==> config.mk <==
export PLATFORM = sky130hd
export DESIGN_NAME = dfp_addsub_unit
export DESIGN_NICKNAME = d
export VERILOG_FILES = /design/src/logic/dfp_pkg.sv /design/src/logic/bcd_add_sub.sv /design/src/logic/dfp_align.sv /design/src/logic/dfp_addsub.sv /design/src/logic/dfp_normround.sv /design/src/logic/dfp_addsub_unit.sv
export SDC_FILE = /design/constraint.sdc
export NUM_CORES = 1
export LEC_CHECK = 0
export ABC_AREA = 1
export BUFFER_PORTS_ARGS = -buffer_cell sky130_fd_sc_hd__buf_2
export CORE_UTILIZATION = 40
export DETAILED_ROUTE_END_ITERATION = 7
export PLACE_DENSITY = 0.6
export SYNTH_ARGS = -nofsm -noshare
export SYNTH_HDL_FRONTEND = slang
export SYNTH_SLANG_ARGS = --single-unit
==> constraint.sdc <==
create_clock -name clk -period 16.25 [get_ports clk]
set_clock_uncertainty 0.1 [all_clocks]
set_input_delay 0.8125 -clock clk [delete_from_list [all_inputs] [get_ports clk]]
set_output_delay 0.8125 -clock clk [all_outputs]
set_load 0.01 [all_outputs]
==> src/logic/dfp_pkg.sv <==
package dfp_pkg;

	// ========================================================================
	// Encodings shared by the decimal add/sub pipeline
	// ========================================================================

	// Opcode presented alongside the operands
	typedef enum logic {
		op_add = 1'b0,
		op_sub = 1'b1
	} dfp_op_e;

	// Rounding mode, travels down the pipe with its operation
	typedef enum logic [1:0] {
		rm_nearest_even = 2'd0,
		rm_toward_zero  = 2'd1,
		rm_toward_pos   = 2'd2,
		rm_toward_neg   = 2'd3
	} dfp_rm_e;

	// ========================================================================
	// Datapath widths
	// ========================================================================

	// One packed BCD digit
	localparam int BCD_DIGIT_W = 4;

	// Guard and round digits kept below the significand while working
	// The sticky digit rides separately as a single flag
	localparam int WORK_DIGITS_EXTRA = 2;

	// Special exponent is all ones of the exponent field
	// Each module builds it from its own EXP_W parameter

endpackage

==> src/logic/bcd_add_sub.sv <==
`timescale 1ns/1ps

module bcd_add_sub import dfp_pkg::*; #(
	parameter int DIGITS = 7
) (
	input  logic clk,
	input  logic rst,
	input  logic ce,
	input  logic sub,
	input  logic [(DIGITS+WORK_DIGITS_EXTRA)*BCD_DIGIT_W-1:0] x,
	input  logic [(DIGITS+WORK_DIGITS_EXTRA)*BCD_DIGIT_W-1:0] y,
	output logic [(DIGITS+WORK_DIGITS_EXTRA+1)*BCD_DIGIT_W-1:0] s
);

	// Working digits are the significand plus guard and round
	localparam int N = DIGITS + WORK_DIGITS_EXTRA;
	localparam int W = N * BCD_DIGIT_W;

	logic [W-1:0] digits;
	logic [N:0]   carry;

	// ========================================================================
	// Unrolled digit-serial decimal add
	// ========================================================================

	// Subtract is x + nines(y) + 1, so the carry chain starts at sub
	// Each digit sum above 9 wraps by adding 6 and passes a carry up
	always_comb begin
		logic [BCD_DIGIT_W-1:0] yd;
		logic [BCD_DIGIT_W:0]   t;
		carry[0] = sub;
		for (int i = 0; i < N; i++) begin
			// Nine's complement of the y digit on subtract
			if (sub) begin
				yd = 4'd9 - y[i*BCD_DIGIT_W +: BCD_DIGIT_W];
			end else begin
				yd = y[i*BCD_DIGIT_W +: BCD_DIGIT_W];
			end
			t = {1'b0, x[i*BCD_DIGIT_W +: BCD_DIGIT_W]} + {1'b0, yd} + carry[i];
			if (t > 5'd9) begin
				// Decimal correction
				digits[i*BCD_DIGIT_W +: BCD_DIGIT_W] = t[BCD_DIGIT_W-1:0] + 4'd6;
				carry[i+1] = 1'b1;
			end else begin
				digits[i*BCD_DIGIT_W +: BCD_DIGIT_W] = t[BCD_DIGIT_W-1:0];
				carry[i+1] = 1'b0;
			end
		end
	end

	// ========================================================================
	// Result register
	// ========================================================================

	// x is the larger magnitude, so a subtract never borrows out
	// Its end carry is only the complement artefact and gets dropped
	always_ff @(posedge clk) begin
		if (rst) begin
			s <= '0;
		end else if (ce) begin
			s <= {{(BCD_DIGIT_W-1){1'b0}}, carry[N] & ~sub, digits};
		end
	end

	// Valid BCD in must give valid BCD out on every working digit
	for (genvar g = 0; g < N; g++) begin : g_digit_chk
		assert property (@(posedge clk) disable iff (rst)
			s[g*BCD_DIGIT_W +: BCD_DIGIT_W] <= 4'd9);
	end

endmodule

==> src/logic/dfp_align.sv <==
`timescale 1ns/1ps

module dfp_align import dfp_pkg::*; #(
	parameter int DIGITS = 7,
	parameter int EXP_W  = 8
) (
	input  logic clk,
	input  logic rst,
	input  logic ce,
	input  logic [EXP_W-1:0] a_exp,
	input  logic [DIGITS*BCD_DIGIT_W-1:0] a_sig,
	input  logic [EXP_W-1:0] b_exp,
	input  logic [DIGITS*BCD_DIGIT_W-1:0] b_sig,
	output logic [(DIGITS+WORK_DIGITS_EXTRA)*BCD_DIGIT_W-1:0] big_sig,
	output logic [(DIGITS+WORK_DIGITS_EXTRA)*BCD_DIGIT_W-1:0] small_sig,
	output logic [EXP_W-1:0] big_exp,
	output logic a_is_big,
	output logic shifted_sticky
);

	localparam int SIG_W  = DIGITS * BCD_DIGIT_W;
	localparam int WRK_W  = (DIGITS + WORK_DIGITS_EXTRA) * BCD_DIGIT_W;
	localparam int MAX_SH = DIGITS + WORK_DIGITS_EXTRA;
	localparam int SH_W   = $clog2(MAX_SH + 1);

	logic a_zero;
	logic b_zero;
	logic a_wins;
	logic [EXP_W-1:0] diff;

	// Stage 2 state
	logic [SIG_W-1:0] big2;
	logic [SIG_W-1:0] small2;
	logic [EXP_W-1:0] bexp2;
	logic             a_big2;
	logic [SH_W-1:0]  sh2;

	// Smaller operand with room below for the digits shifted out
	logic [2*WRK_W-1:0] wide;

	// ========================================================================
	// Stage 2 magnitude compare and exponent difference
	// ========================================================================

	assign a_zero = (a_sig == '0);
	assign b_zero = (b_sig == '0);

	// A zero significand never wins whatever its exponent
	// Otherwise the exponent decides first and the significand breaks a tie
	// Equal magnitudes keep a as the larger one
	assign a_wins = b_zero ||
		(!a_zero && ((a_exp > b_exp) || ((a_exp == b_exp) && (a_sig >= b_sig))));

	assign diff = a_wins ? (a_exp - b_exp) : (b_exp - a_exp);

	always_ff @(posedge clk) begin
		if (rst) begin
			big2   <= '0;
			small2 <= '0;
			bexp2  <= '0;
			a_big2 <= 1'b0;
			sh2    <= '0;
		end else if (ce) begin
			big2   <= a_wins ? a_sig : b_sig;
			small2 <= a_wins ? b_sig : a_sig;
			bexp2  <= a_wins ? a_exp : b_exp;
			a_big2 <= a_wins;
			// Past the guard and round digits every digit lands in sticky
			sh2    <= (diff > MAX_SH) ? SH_W'(MAX_SH) : SH_W'(diff);
		end
	end

	// ========================================================================
	// Stage 3 right shift by whole digits and sticky collection
	// ========================================================================

	// Upper half is the aligned operand and lower half is what fell off
	assign wide = {small2, {(WORK_DIGITS_EXTRA*BCD_DIGIT_W){1'b0}}, {WRK_W{1'b0}}}
		>> (sh2 * BCD_DIGIT_W);

	always_ff @(posedge clk) begin
		if (rst) begin
			big_sig        <= '0;
			small_sig      <= '0;
			big_exp        <= '0;
			a_is_big       <= 1'b0;
			shifted_sticky <= 1'b0;
		end else if (ce) begin
			big_sig        <= {big2, {(WORK_DIGITS_EXTRA*BCD_DIGIT_W){1'b0}}};
			small_sig      <= wide[2*WRK_W-1:WRK_W];
			big_exp        <= bexp2;
			a_is_big       <= a_big2;
			shifted_sticky <= |wide[WRK_W-1:0];
		end
	end

	// A zero never ends up as the larger of a zero and a nonzero operand
	assert property (@(posedge clk) disable iff (rst)
		(big_sig == '0) |-> ((small_sig == '0) && !shifted_sticky));

endmodule

==> src/logic/dfp_addsub.sv <==
`timescale 1ns/1ps

module dfp_addsub import dfp_pkg::*; #(
	parameter int DIGITS = 7,
	parameter int EXP_W  = 8
) (
	input  logic clk,
	input  logic rst,
	input  logic ce,
	input  dfp_op_e op,
	input  dfp_rm_e rm,
	input  logic a_sign,
	input  logic [EXP_W-1:0] a_exp,
	input  logic [DIGITS*BCD_DIGIT_W-1:0] a_sig,
	input  logic b_sign,
	input  logic [EXP_W-1:0] b_exp,
	input  logic [DIGITS*BCD_DIGIT_W-1:0] b_sig,
	output logic w_sign,
	output logic [EXP_W-1:0] w_exp,
	output logic [(DIGITS+WORK_DIGITS_EXTRA+1)*BCD_DIGIT_W-1:0] w_sig,
	output logic w_sticky,
	output logic w_special,
	output dfp_rm_e w_rm
);

	localparam int SIG_W  = DIGITS * BCD_DIGIT_W;
	localparam int WRK_W  = (DIGITS + WORK_DIGITS_EXTRA) * BCD_DIGIT_W;
	localparam int W_W    = WRK_W + BCD_DIGIT_W;
	localparam logic [EXP_W-1:0] SPECIAL_EXP = '1;
	// NaN is significand 1, sitting just above guard and round
	localparam logic [W_W-1:0] NAN_SIG = W_W'(1) << (WORK_DIGITS_EXTRA * BCD_DIGIT_W);
	// Side bits: a sign, effective b sign, effective sub, rm, nan, a inf, b inf
	localparam int SIDE_W   = 8;
	localparam int SIDE_SUB = 5;

	logic a_nan, a_inf, b_nan, b_inf;
	logic [EXP_W-1:0] a_exp1, b_exp1, exp4;
	logic [SIG_W-1:0] a_sig1, b_sig1;
	logic [SIDE_W-1:0] side1, side2, side3, side4;
	logic [WRK_W-1:0] big_sig3, small_sig3;
	logic [EXP_W-1:0] big_exp3;
	logic a_big3, sticky3, a_big4, sticky4;
	logic [W_W-1:0] sum;
	logic a_sign4, b_sign4, sub4, nan4, a_inf4, b_inf4;
	logic [1:0] rm4;
	logic r_sign, r_sticky, r_special;
	logic [EXP_W-1:0] r_exp;
	logic [W_W-1:0] r_sig;

	// Knock one unit off the round digit
	function automatic logic [W_W-1:0] bcd_dec(input logic [W_W-1:0] v);
		logic [W_W-1:0] r;
		logic borrow;
		r = v;
		borrow = 1'b1;
		for (int i = 0; i < W_W / BCD_DIGIT_W; i++) begin
			if (borrow) begin
				if (v[i*BCD_DIGIT_W +: BCD_DIGIT_W] == '0) begin
					r[i*BCD_DIGIT_W +: BCD_DIGIT_W] = 4'd9;
				end else begin
					r[i*BCD_DIGIT_W +: BCD_DIGIT_W] = v[i*BCD_DIGIT_W +: BCD_DIGIT_W] - 1'b1;
					borrow = 1'b0;
				end
			end
		end
		return r;
	endfunction

	// ========================================================================
	// Stage 1: operands, classification, effective operation
	// ========================================================================

	assign a_nan = (a_exp == SPECIAL_EXP) && (a_sig != '0);
	assign a_inf = (a_exp == SPECIAL_EXP) && (a_sig == '0);
	assign b_nan = (b_exp == SPECIAL_EXP) && (b_sig != '0);
	assign b_inf = (b_exp == SPECIAL_EXP) && (b_sig == '0);

	always_ff @(posedge clk) begin
		if (rst) begin
			a_exp1 <= '0;
			a_sig1 <= '0;
			b_exp1 <= '0;
			b_sig1 <= '0;
			side1  <= '0;
		end else if (ce) begin
			a_exp1 <= a_exp;
			a_sig1 <= a_sig;
			b_exp1 <= b_exp;
			b_sig1 <= b_sig;
			// Subtract flips b; unlike effective signs mean a magnitude subtract
			side1  <= {a_sign, b_sign ^ (op == op_sub), a_sign ^ b_sign ^ (op == op_sub),
				rm, a_nan | b_nan, a_inf, b_inf};
		end
	end

	// Side bits follow the datapath through stages 2 to 4
	always_ff @(posedge clk) begin
		if (rst) begin
			side2   <= '0;
			side3   <= '0;
			side4   <= '0;
			exp4    <= '0;
			a_big4  <= 1'b0;
			sticky4 <= 1'b0;
		end else if (ce) begin
			side2   <= side1;
			side3   <= side2;
			side4   <= side3;
			exp4    <= big_exp3;
			a_big4  <= a_big3;
			sticky4 <= sticky3;
		end
	end

	// Stages 2 and 3
	dfp_align #(.DIGITS(DIGITS), .EXP_W(EXP_W)) dfp_align_inst (
		.clk(clk), .rst(rst), .ce(ce),
		.a_exp(a_exp1), .a_sig(a_sig1), .b_exp(b_exp1), .b_sig(b_sig1),
		.big_sig(big_sig3), .small_sig(small_sig3), .big_exp(big_exp3),
		.a_is_big(a_big3), .shifted_sticky(sticky3)
	);

	// Stage 4
	bcd_add_sub #(.DIGITS(DIGITS)) bcd_add_sub_inst (
		.clk(clk), .rst(rst), .ce(ce), .sub(side3[SIDE_SUB]),
		.x(big_sig3), .y(small_sig3), .s(sum)
	);

	// ========================================================================
	// Stage 5: sign and special results
	// ========================================================================

	assign {a_sign4, b_sign4, sub4, rm4, nan4, a_inf4, b_inf4} = side4;

	always_comb begin
		// Subtracted sticky part makes the true value sit just under sum
		r_sig     = (sub4 && sticky4) ? bcd_dec(sum) : sum;
		r_exp     = exp4;
		r_sign    = a_big4 ? a_sign4 : b_sign4;
		r_sticky  = sticky4;
		r_special = 1'b0;
		if (nan4 || (a_inf4 && b_inf4 && sub4)) begin
			r_sign    = 1'b0;
			r_exp     = SPECIAL_EXP;
			r_sig     = NAN_SIG;
			r_sticky  = 1'b0;
			r_special = 1'b1;
		end else if (a_inf4 || b_inf4) begin
			r_sign    = a_inf4 ? a_sign4 : b_sign4;
			r_exp     = SPECIAL_EXP;
			r_sig     = '0;
			r_sticky  = 1'b0;
			r_special = 1'b1;
		end else if ((sum == '0) && !sticky4) begin
			// Exact zero, minus only when both agree or rounding down
			r_sign    = (a_sign4 == b_sign4) ? a_sign4 : (rm4 == rm_toward_neg);
			r_exp     = '0;
			r_sig     = '0;
			r_special = 1'b1;
		end
	end

	always_ff @(posedge clk) begin
		if (rst) begin
			w_sign    <= 1'b0;
			w_exp     <= '0;
			w_sig     <= '0;
			w_sticky  <= 1'b0;
			w_special <= 1'b0;
			w_rm      <= rm_nearest_even;
		end else if (ce) begin
			w_sign    <= r_sign;
			w_exp     <= r_exp;
			w_sig     <= r_sig;
			w_sticky  <= r_sticky;
			w_special <= r_special;
			w_rm      <= dfp_rm_e'(rm4);
		end
	end

	// An unknown mode would round silently wrong five stages later
	assert property (@(posedge clk) disable iff (rst) ce |-> !$isunknown(rm));

endmodule

==> src/logic/dfp_normround.sv <==
`timescale 1ns/1ps

module dfp_normround import dfp_pkg::*; #(
	parameter int DIGITS = 7,
	parameter int EXP_W  = 8
) (
	input  logic clk,
	input  logic rst,
	input  logic ce,
	input  logic w_sign,
	input  logic [EXP_W-1:0] w_exp,
	input  logic [(DIGITS+WORK_DIGITS_EXTRA+1)*BCD_DIGIT_W-1:0] w_sig,
	input  logic w_sticky,
	input  logic w_special,
	input  dfp_rm_e w_rm,
	output logic o_sign,
	output logic [EXP_W-1:0] o_exp,
	output logic [DIGITS*BCD_DIGIT_W-1:0] o_sig,
	output logic o_inexact
);

	localparam int SIG_W = DIGITS * BCD_DIGIT_W;
	localparam int N_W   = (DIGITS + WORK_DIGITS_EXTRA) * BCD_DIGIT_W;
	localparam int W_W   = N_W + BCD_DIGIT_W;
	localparam int LZ_W  = $clog2(DIGITS + WORK_DIGITS_EXTRA + 1);
	localparam logic [EXP_W-1:0] SPECIAL_EXP = '1;

	logic [BCD_DIGIT_W-1:0] carry_dig;
	logic [N_W-1:0] low;
	logic [LZ_W-1:0] lz, sh;
	// Stage 6 state, exponent one bit wider to see overflow
	logic n_sign, n_sticky, n_special;
	logic [EXP_W:0] n_exp;
	logic [N_W-1:0] n_sig;
	dfp_rm_e n_rm;
	// Stage 7 rounding terms
	logic [SIG_W-1:0] kept, inc_sig, r_sig;
	logic [BCD_DIGIT_W-1:0] guard, round;
	logic rest_nz, disc_nz, inc, inc_carry, ovf;
	logic [EXP_W:0] r_exp;

	function automatic logic [LZ_W-1:0] lead_zeros(input logic [N_W-1:0] v);
		logic [LZ_W-1:0] n;
		logic found;
		n = '0;
		found = 1'b0;
		for (int i = N_W / BCD_DIGIT_W - 1; i >= 0; i--) begin
			if (!found && (v[i*BCD_DIGIT_W +: BCD_DIGIT_W] == '0)) begin
				n = n + 1'b1;
			end else begin
				found = 1'b1;
			end
		end
		return n;
	endfunction

	// Carry out on top, digits below
	function automatic logic [SIG_W:0] bcd_inc(input logic [SIG_W-1:0] v);
		logic [SIG_W-1:0] r;
		logic c;
		r = v;
		c = 1'b1;
		for (int i = 0; i < DIGITS; i++) begin
			if (c) begin
				if (v[i*BCD_DIGIT_W +: BCD_DIGIT_W] == 4'd9) begin
					r[i*BCD_DIGIT_W +: BCD_DIGIT_W] = '0;
				end else begin
					r[i*BCD_DIGIT_W +: BCD_DIGIT_W] = v[i*BCD_DIGIT_W +: BCD_DIGIT_W] + 1'b1;
					c = 1'b0;
				end
			end
		end
		return {c, r};
	endfunction

	// ========================================================================
	// Stage 6: normalize
	// ========================================================================

	assign carry_dig = w_sig[W_W-1 -: BCD_DIGIT_W];
	assign low       = w_sig[N_W-1:0];
	assign lz        = lead_zeros(low);
	// Left shift stops once the exponent reaches 0
	assign sh        = (w_exp < lz) ? LZ_W'(w_exp) : lz;

	always_ff @(posedge clk) begin
		if (rst) begin
			n_sign    <= 1'b0;
			n_exp     <= '0;
			n_sig     <= '0;
			n_sticky  <= 1'b0;
			n_special <= 1'b0;
			n_rm      <= rm_nearest_even;
		end else if (ce) begin
			n_sign    <= w_sign;
			n_special <= w_special;
			n_rm      <= w_rm;
			if (w_special) begin
				n_exp    <= {1'b0, w_exp};
				n_sig    <= low;
				n_sticky <= 1'b0;
			end else if (carry_dig != '0) begin
				// Round digit falls into sticky
				n_exp    <= {1'b0, w_exp} + 1'b1;
				n_sig    <= w_sig[W_W-1:BCD_DIGIT_W];
				n_sticky <= w_sticky | (w_sig[BCD_DIGIT_W-1:0] != '0);
			end else begin
				n_exp    <= {1'b0, w_exp} - sh;
				n_sig    <= low << (sh * BCD_DIGIT_W);
				n_sticky <= w_sticky;
			end
		end
	end

	// ========================================================================
	// Stage 7: round and overflow
	// ========================================================================

	assign kept    = n_sig[N_W-1 -: SIG_W];
	assign guard   = n_sig[2*BCD_DIGIT_W-1 -: BCD_DIGIT_W];
	assign round   = n_sig[BCD_DIGIT_W-1:0];
	assign rest_nz = (round != '0) || n_sticky;
	assign disc_nz = (guard != '0) || rest_nz;

	always_comb begin
		case (n_rm)
			// Above half, or a tie onto an odd last digit
			rm_nearest_even: inc = (guard > 4'd5) || ((guard == 4'd5) && (rest_nz || kept[0]));
			rm_toward_zero:  inc = 1'b0;
			rm_toward_pos:   inc = !n_sign && disc_nz;
			rm_toward_neg:   inc = n_sign && disc_nz;
			default:         inc = 1'b0;
		endcase
	end

	assign {inc_carry, inc_sig} = bcd_inc(kept);

	// All nines rolls over to 1 followed by zeros, one decade up
	assign r_sig = !inc ? kept : (inc_carry ? {4'h1, {(SIG_W-BCD_DIGIT_W){1'b0}}} : inc_sig);
	assign r_exp = n_exp + (inc & inc_carry);
	assign ovf   = (r_exp >= {1'b0, SPECIAL_EXP});

	always_ff @(posedge clk) begin
		if (rst) begin
			o_sign    <= 1'b0;
			o_exp     <= '0;
			o_sig     <= '0;
			o_inexact <= 1'b0;
		end else if (ce) begin
			o_sign <= n_sign;
			if (n_special) begin
				o_exp     <= n_exp[EXP_W-1:0];
				o_sig     <= kept;
				o_inexact <= 1'b0;
			end else if (ovf) begin
				// Infinity
				o_exp     <= SPECIAL_EXP;
				o_sig     <= '0;
				o_inexact <= disc_nz;
			end else begin
				o_exp     <= r_exp[EXP_W-1:0];
				o_sig     <= r_sig;
				o_inexact <= disc_nz;
			end
		end
	end

endmodule

==> src/logic/dfp_addsub_unit.sv <==
`timescale 1ns/1ps

module dfp_addsub_unit import dfp_pkg::*; #(
	parameter int DIGITS = 7,
	parameter int EXP_W  = 8
) (
	input  logic clk,
	input  logic rst,
	input  logic ce,
	input  dfp_op_e op,
	input  dfp_rm_e rm,
	input  logic a_sign,
	input  logic [EXP_W-1:0] a_exp,
	input  logic [DIGITS*BCD_DIGIT_W-1:0] a_sig,
	input  logic b_sign,
	input  logic [EXP_W-1:0] b_exp,
	input  logic [DIGITS*BCD_DIGIT_W-1:0] b_sig,
	output logic o_sign,
	output logic [EXP_W-1:0] o_exp,
	output logic [DIGITS*BCD_DIGIT_W-1:0] o_sig,
	output logic o_inexact
);

	// ========================================================================
	// Core result: carry digit, significand, guard, round
	// ========================================================================
	logic w_sign;
	logic [EXP_W-1:0] w_exp;
	logic [(DIGITS+WORK_DIGITS_EXTRA+1)*BCD_DIGIT_W-1:0] w_sig;
	logic w_sticky;
	logic w_special;
	dfp_rm_e w_rm;

	// Five stages of align and add
	dfp_addsub #(.DIGITS(DIGITS), .EXP_W(EXP_W)) dfp_addsub_inst (
		.clk(clk), .rst(rst), .ce(ce), .op(op), .rm(rm),
		.a_sign(a_sign), .a_exp(a_exp), .a_sig(a_sig),
		.b_sign(b_sign), .b_exp(b_exp), .b_sig(b_sig),
		.w_sign(w_sign), .w_exp(w_exp), .w_sig(w_sig),
		.w_sticky(w_sticky), .w_special(w_special), .w_rm(w_rm)
	);

	// Two more to normalize and round
	dfp_normround #(.DIGITS(DIGITS), .EXP_W(EXP_W)) dfp_normround_inst (
		.clk(clk), .rst(rst), .ce(ce),
		.w_sign(w_sign), .w_exp(w_exp), .w_sig(w_sig),
		.w_sticky(w_sticky), .w_special(w_special), .w_rm(w_rm),
		.o_sign(o_sign), .o_exp(o_exp), .o_sig(o_sig), .o_inexact(o_inexact)
	);

endmodule

Word-level counts from Yosys, hierarchy flattened
Index checks and enable logic that the tools add are counted.
W data, S select, Z words.

storage, ports and cells
  input port bits = 80
  output and inout bits = 38
  register bits = 435

cells by class
  $lt $le $gt $ge = 15
  reduce and logical (&&, ||, !) cells = 71
  bitwise gates (word level) = 8
  equal/unequal tests = 16
  mux-type cells = 144
  $add $sub $neg = 64
  shifts and indexed selects = 2

operators with widths
  cell                   count
  $mux W4                60
  $mux W28               6
  $mux W40               4
  $logic_not A28 Y1      4
  $logic_not A4 Y1       19
  $mux W36               2
  $shr A72 B6 Y72        1
  $mux W1                62
  $add A4 B1 Y4 const B  15
  $mux W8                7
  $reduce_bool A28 Y1    2
  $gt A5 B4 Y1 const B   9
  $logic_not A40 Y1      1
  $add A4 B3 Y4 const B  9
  $reduce_or A36 Y1      1
  $shl A36 B6 Y36        1
  $sub A4 B1 Y4 const B  9
  $sub A4 B4 Y4 const A  9
  $add A4 B4 Y5          7
  $add A5 B1 Y5          7
  $eq A4 B4 Y1 const B   7
  $ge A28 B28 Y1         1
  $logic_and A1 B1 Y1    21
  $mux W9                2
  26 further kinds       54

Logic depth before layout (Yosys ltp)
  word-level depth = 30
  gate-level depth with buffers = 89
  gate-level depth less buffers = 89

Modules after synthesis
Synthesis repeated with hierarchy kept, for this count alone.

unflattened totals
  cells, all modules = 3948
  area, all modules = 26799.5 sq um

by module, submodules not included
  module         area an instance (sq um)  times used  cells each
  dfp_align      8637.0                    1           1269
  dfp_normround  7241.9                    1           1141
  dfp_addsub     7096.8                    1           1009
  bcd_add_sub    3823.7                    1           529

Worst setup path before layout
No wires, ideal clock.

  kind = flip-flop to flip-flop
  from = register dfp_addsub_inst.dfp_align_inst.small_sig[1]
  to = register dfp_addsub_inst.bcd_add_sub_inst.s[33]
  arrival time = 14.219 ns
  stages on the path, launching flop included = 88
  path buffers = 0
  library setup time = 0.117 ns
  setup slack = 1.814 ns
  cell sequence = dfxtp_1 inv_1 ha_1 nand2_1 o21ai_0 xor2_1 inv_1 ha_1 nand2_1 a21oi_1 o31ai_1 nand2_1 ha_1 ha_1 xor2_1 inv_1 ha_1 nand2_1 (+52 left out) xor2_1 inv_1 ha_1 nand2_1 a211oi_1 nor2_1 inv_1 fa_1 fa_1 xor2_1 inv_1 ha_1 a31oi_1 nand2_1 nand2_1 nor2_1 o221ai_1 inv_1

on the way
  longest elaborated chain between the ends = 29
  elaborated cells between the ends (all ways) = 30
  classes of those cells = add/sub: 11; order compare: 9; mux: 10

RTL lines
  element                                        RTL line                              text
  start: declaration                             dfp_align.sv:15                       output logic [(DIGITS+WORK_DIGITS_EXTRA)*BCD_DIGIT_W-1:0] small_sig,
  start signal: assignment                       dfp_align.sv:90                       small_sig <= wide[2*WRK_W-1:WRK_W];
  $sub A4 B4 Y4                                  bcd_add_sub.sv:35                     yd = 4'd9 - y[i*BCD_DIGIT_W +: BCD_DIGIT_W];
  $mux W4 *                                      bcd_add_sub.sv:34                     if (sub) begin
  $add A4 B1 Y5 *                                bcd_add_sub.sv:39                     t = {1'b0, x[i*BCD_DIGIT_W +: BCD_DIGIT_W]} + {1'b0, yd} + carry[i];
  $gt A5 B4 Y1 *                                 bcd_add_sub.sv:40                     if (t > 5'd9) begin
  $mux W1 *                                      bcd_add_sub.sv:40
  $add A4 B1 Y5 *                                bcd_add_sub.sv:39
  $gt A5 B4 Y1 *                                 bcd_add_sub.sv:40
  $mux W1 *                                      bcd_add_sub.sv:40
  (+13 left out)                                 -
  $gt A5 B4 Y1 *                                 bcd_add_sub.sv:40
  $mux W1 *                                      bcd_add_sub.sv:40
  $add A5 B1 Y5 *                                bcd_add_sub.sv:39
  $gt A5 B4 Y1 *                                 bcd_add_sub.sv:40
  $mux W1 *                                      bcd_add_sub.sv:40
  $add A5 B1 Y5 *                                bcd_add_sub.sv:39
  $add A4 B3 Y4 or $gt A5 B4 Y1 (tied branches)  bcd_add_sub.sv:42, bcd_add_sub.sv:40
  $mux W4 *                                      bcd_add_sub.sv:40
  end signal: assignment                         bcd_add_sub.sv:61                     s <= {{(BCD_DIGIT_W-1){1'b0}}, carry[N] & ~sub, digits};
  end: declaration                               bcd_add_sub.sv:12                     output logic [(DIGITS+WORK_DIGITS_EXTRA+1)*BCD_DIGIT_W-1:0] s

Mark *: on every way between the ends. The rest lies on a longest branch, timed or not.
A chain may end at the register's enable or synchronous reset.

Final worst setup path
  from = register dfp_addsub_inst.dfp_align_inst.small_sig[1]
  to = register dfp_addsub_inst.bcd_add_sub_inst.s[34]

Same word-level chain as after synthesis.

==> impl_results.md <==
- Status: finished clean
- Asr flop ratio synth: 0
- Dpl cell area: 26,200 µm²
- Period minus WS final: 15.08 ns
- Routed len/inst: 16.2 µm
- Leak Pwr: 0.0120 µW
- Htree depth: 2
- Worst min-delay path class: input pin to flop
- Max Cap Viol: 0
- Routed WL: 74.1 mm
- CP max-delay cell: fa_2
- FILL cells: 6,615
- Multi-input logic area: 14,400 µm²
- CTS tree: yes
- Ports: 118
- Slew headroom: 0.240
- Slowest stage delay, CP: 0.56 ns
- Worst-margin pin slew: 1.14 ns
- Syn avg cell area: 6.77 µm²
- Pwr/cell area: 137 nW/µm²
- Post-synthesis sequential area ratio: 0.344
- Total congestion overflow: 0
- Post-route ant nets: 0
- Setup Viol. Count Final: 0
- Initial core utilization: 0.407
- Share of post-route cells with drive strength above 1: 0.0770
- Synth unique cells: 62
- Area Overhead vs Synth: 11.2%
- Worst path arrival time: 15.43 ns
- Main flop type after synthesis: dfxtp_1
- Root buffer cell: clkbuf_16
- Seq cells post-synth: 433
- Fin area: 28,000 µm²
- CTS Sinks: 433
- 1st-iter DRT viols: 1,585
- Vias per cell: 5.29
- Overall die width: 253 µm
- # rows: 91
- Tot GR Track Use: 0.229
- Clock Path Buffers: 3
- Critical Path Fanout Max: 5
- Number of diodes: 0
- First-pass GRT wire length: 119 mm
- Vias: 24,200
- Mapped Nets: 3,950
- Crit Path Class: flop to flop
- Total chip power: 3830 µW
- Cts hold-fix bufs: 0
- Crit path top cell by count: inv_1
- Endpoints failing hold: 0
- Initial antenna violation count: 0
- Number of synthesized flops with an enable pin: 0
- Final nets: 3,926
- Synthesis Warnings: 0
- Crit start category: flop
- Core Area: 61,900 µm²
- Slew Viols, Final: 0
- CP required: 16.60 ns
- Die H: 253 µm
- Routability congestion estimate: 0.903
- Max Freq: 66.3 MHz
- Mapped Area: 25,200 µm²
- Element type at the critical path end: flop
- Via count of the first global-routing pass: 22,200
- First-pass DRT Iterations: 5
- Largest net degree at the start of global routing: 180
- Clock Latency Late Sink: 0.60 ns
- PortBufs: 117
- Remaining DRCs: 0
- Die Footprint: 64,000 µm²
- Peak supply drop: 0.0810 mV
- Fin crit share: 0.928
- Mapped Cells: 3,723
- Finished Core Util: 0.453
- Reg area: 8670 µm²
- CTS Buf Count: 50
- HPWL Detailed: 53.0 mm
- Clk slew on worst S/H paths: 0.06 ns
## placed cells by master, fill, tap and decap left out, drive strengths merged, types with 2 or more instances in the layout
cell      count
nor4         35
o32ai         2
ha          130
clkbuf       73
a21boi        2
o221a         2
a31oi        18
nand4        45
inv         360
buf         139
xor2         46
and3          2
nand3       207
nand2       758
o22ai         2
o21a          6
a21oi       529
a22oi         2
a211oi       17
dfxtp       433
fa           17
nor3         30
mux2i         7
a221oi        8
or2           9
a21o          2
bufinv        5
o21bai        2
xnor2        26
clkinvlp      3
o221ai       13
clkinv       12
a31o          2
nor2        316
o21ai       433
and2          4
o211ai       34
a41oi         2
## cells by family (layout without fill, tap and decap cells)
family	after synthesis	after routing	synth area share
AND/OR/NAND/NOR	1409	1409	0.235
AO/OA/AOI/OAI	1081	1081	0.229
buffers and inverters	574	592	0.0869
flip-flops	433	433	0.344
adder cells (fa/ha/maj)	147	147	0.0780
XOR/XNOR	72	72	0.0250
multiplexers	7	7	0.00278
## cell type report
class	instances	area share
clock buffers	73	0.0538
clock inverters	21	0.00928
inverters	359	0.0486
multi-input cells	2716	0.514
flip-flops and latches	433	0.309
well taps	837	0.0374
repair buffers	139	0.0272
## synthesized netlist by cell type (all sizes together) (4+ instances only)
master	instances	area share
o21ai	433	0.087
dfxtp	433	0.34
fa	17	0.013
nand2	758	0.11
ha	130	0.065
mux2i	7	0.0028
buf	32	0.0062
nor3	30	0.0062
and2	4	0.00099
o21a	6	0.0018
a221oi	8	0.0028
o211ai	34	0.010
a31oi	18	0.0045
nor4	35	0.0089
nor2	316	0.048
a211oi	17	0.0051
or2	9	0.0022
nand3	207	0.042
xor2	46	0.016
clkbuf	183	0.027
o221ai	13	0.0045
nand4	45	0.011
a21oi	529	0.11
inv	358	0.053
xnor2	26	0.0090
## worst paths after layout
| check | from | end | slack (ns) | depth (start not counted) |
|---|---|---|---|---|
| setup reg to reg | dfp_addsub_inst.dfp_align_inst.small_sig[1] | dfp_addsub_inst.bcd_add_sub_inst.s[34] | 1.17 | 86 |
| setup / recovery | dfp_addsub_inst.dfp_align_inst.small_sig[1] | dfp_addsub_inst.bcd_add_sub_inst.s[34] | 1.17 | 86 |
| hold reg to reg | dfp_normround_inst.o_inexact | dfp_normround_inst.o_inexact | 0.36 | 2 |
| hold / removal | rm[0] | dfp_addsub_inst.side1[3] | 0.36 | 3 |
## per-stage QoR
stage | setup WS [ns] | instances | hold slack [ns] | TNS (ns)
after CTS | 0.219 | 4575 | 0.333 | 0
after global routing | -0.0153 | 4578 | 0.361 | -0.0153
final | 1.17 | 4578 | 0.361 | 0
after global placement | 0.623 | 4481 | 0.351 | 0
after detailed placement | 0.243 | 4481 | 0.355 | 0
after floorplan | 1.81 | 3723 | 0.334 | 0
## timing repair
item,in CTS,in global routing
hold endpoints to repair,0,0
gates resized for setup,0,19
setup buffers,0,3
endpoints found under the setup margin,0,4
## metal layers
layer | track usage | part of all wire | routed length, µm | vias to the layer above
li1 | - | - | - | 12500
met1 | 0.298 | 0.46 | 33700 | 11100
met2 | 0.388 | 0.47 | 34500 | 523
met3 | 0.0264 | 0.042 | 3110 | 132
met4 | 0.0861 | 0.037 | 2710 | 0
met5 | 0 | 0 | 0 | -
## flip-flops by register name, indices dropped and copies added (netlist names), 9 cells and up
name                                      cells
dfp_addsub_inst.a_sig1                       28
dfp_addsub_inst.dfp_align_inst.small_sig     36
dfp_normround_inst.o_sig                     28
dfp_addsub_inst.w_sig                        38
dfp_addsub_inst.bcd_add_sub_inst.s           37
dfp_normround_inst.n_sig                     36
dfp_normround_inst.n_exp                      9
dfp_addsub_inst.dfp_align_inst.big_sig       28
dfp_addsub_inst.dfp_align_inst.small2        28
dfp_addsub_inst.dfp_align_inst.big2          28
dfp_addsub_inst.b_sig1                       28
## critical path: cells and delay by family (launching register included)
kind,cells,cell delay [ns]
AOI/OAI and AO/OA,13,1.25
buffers and inverters,17,1.54
DFF,1,0.35
adders and majority gates,26,8.35
xor gates and xnor gates,5,0.89
and+or+nand+nor,25,2.45
## report_power, final
group / total (µW) / switching [µW] / internal (µW)
clock network: 1190 / 469 / 723
registers: 1270 / 104 / 1170
logic: 1370 / 923 / 447
(Power assumes the default switching activity.)
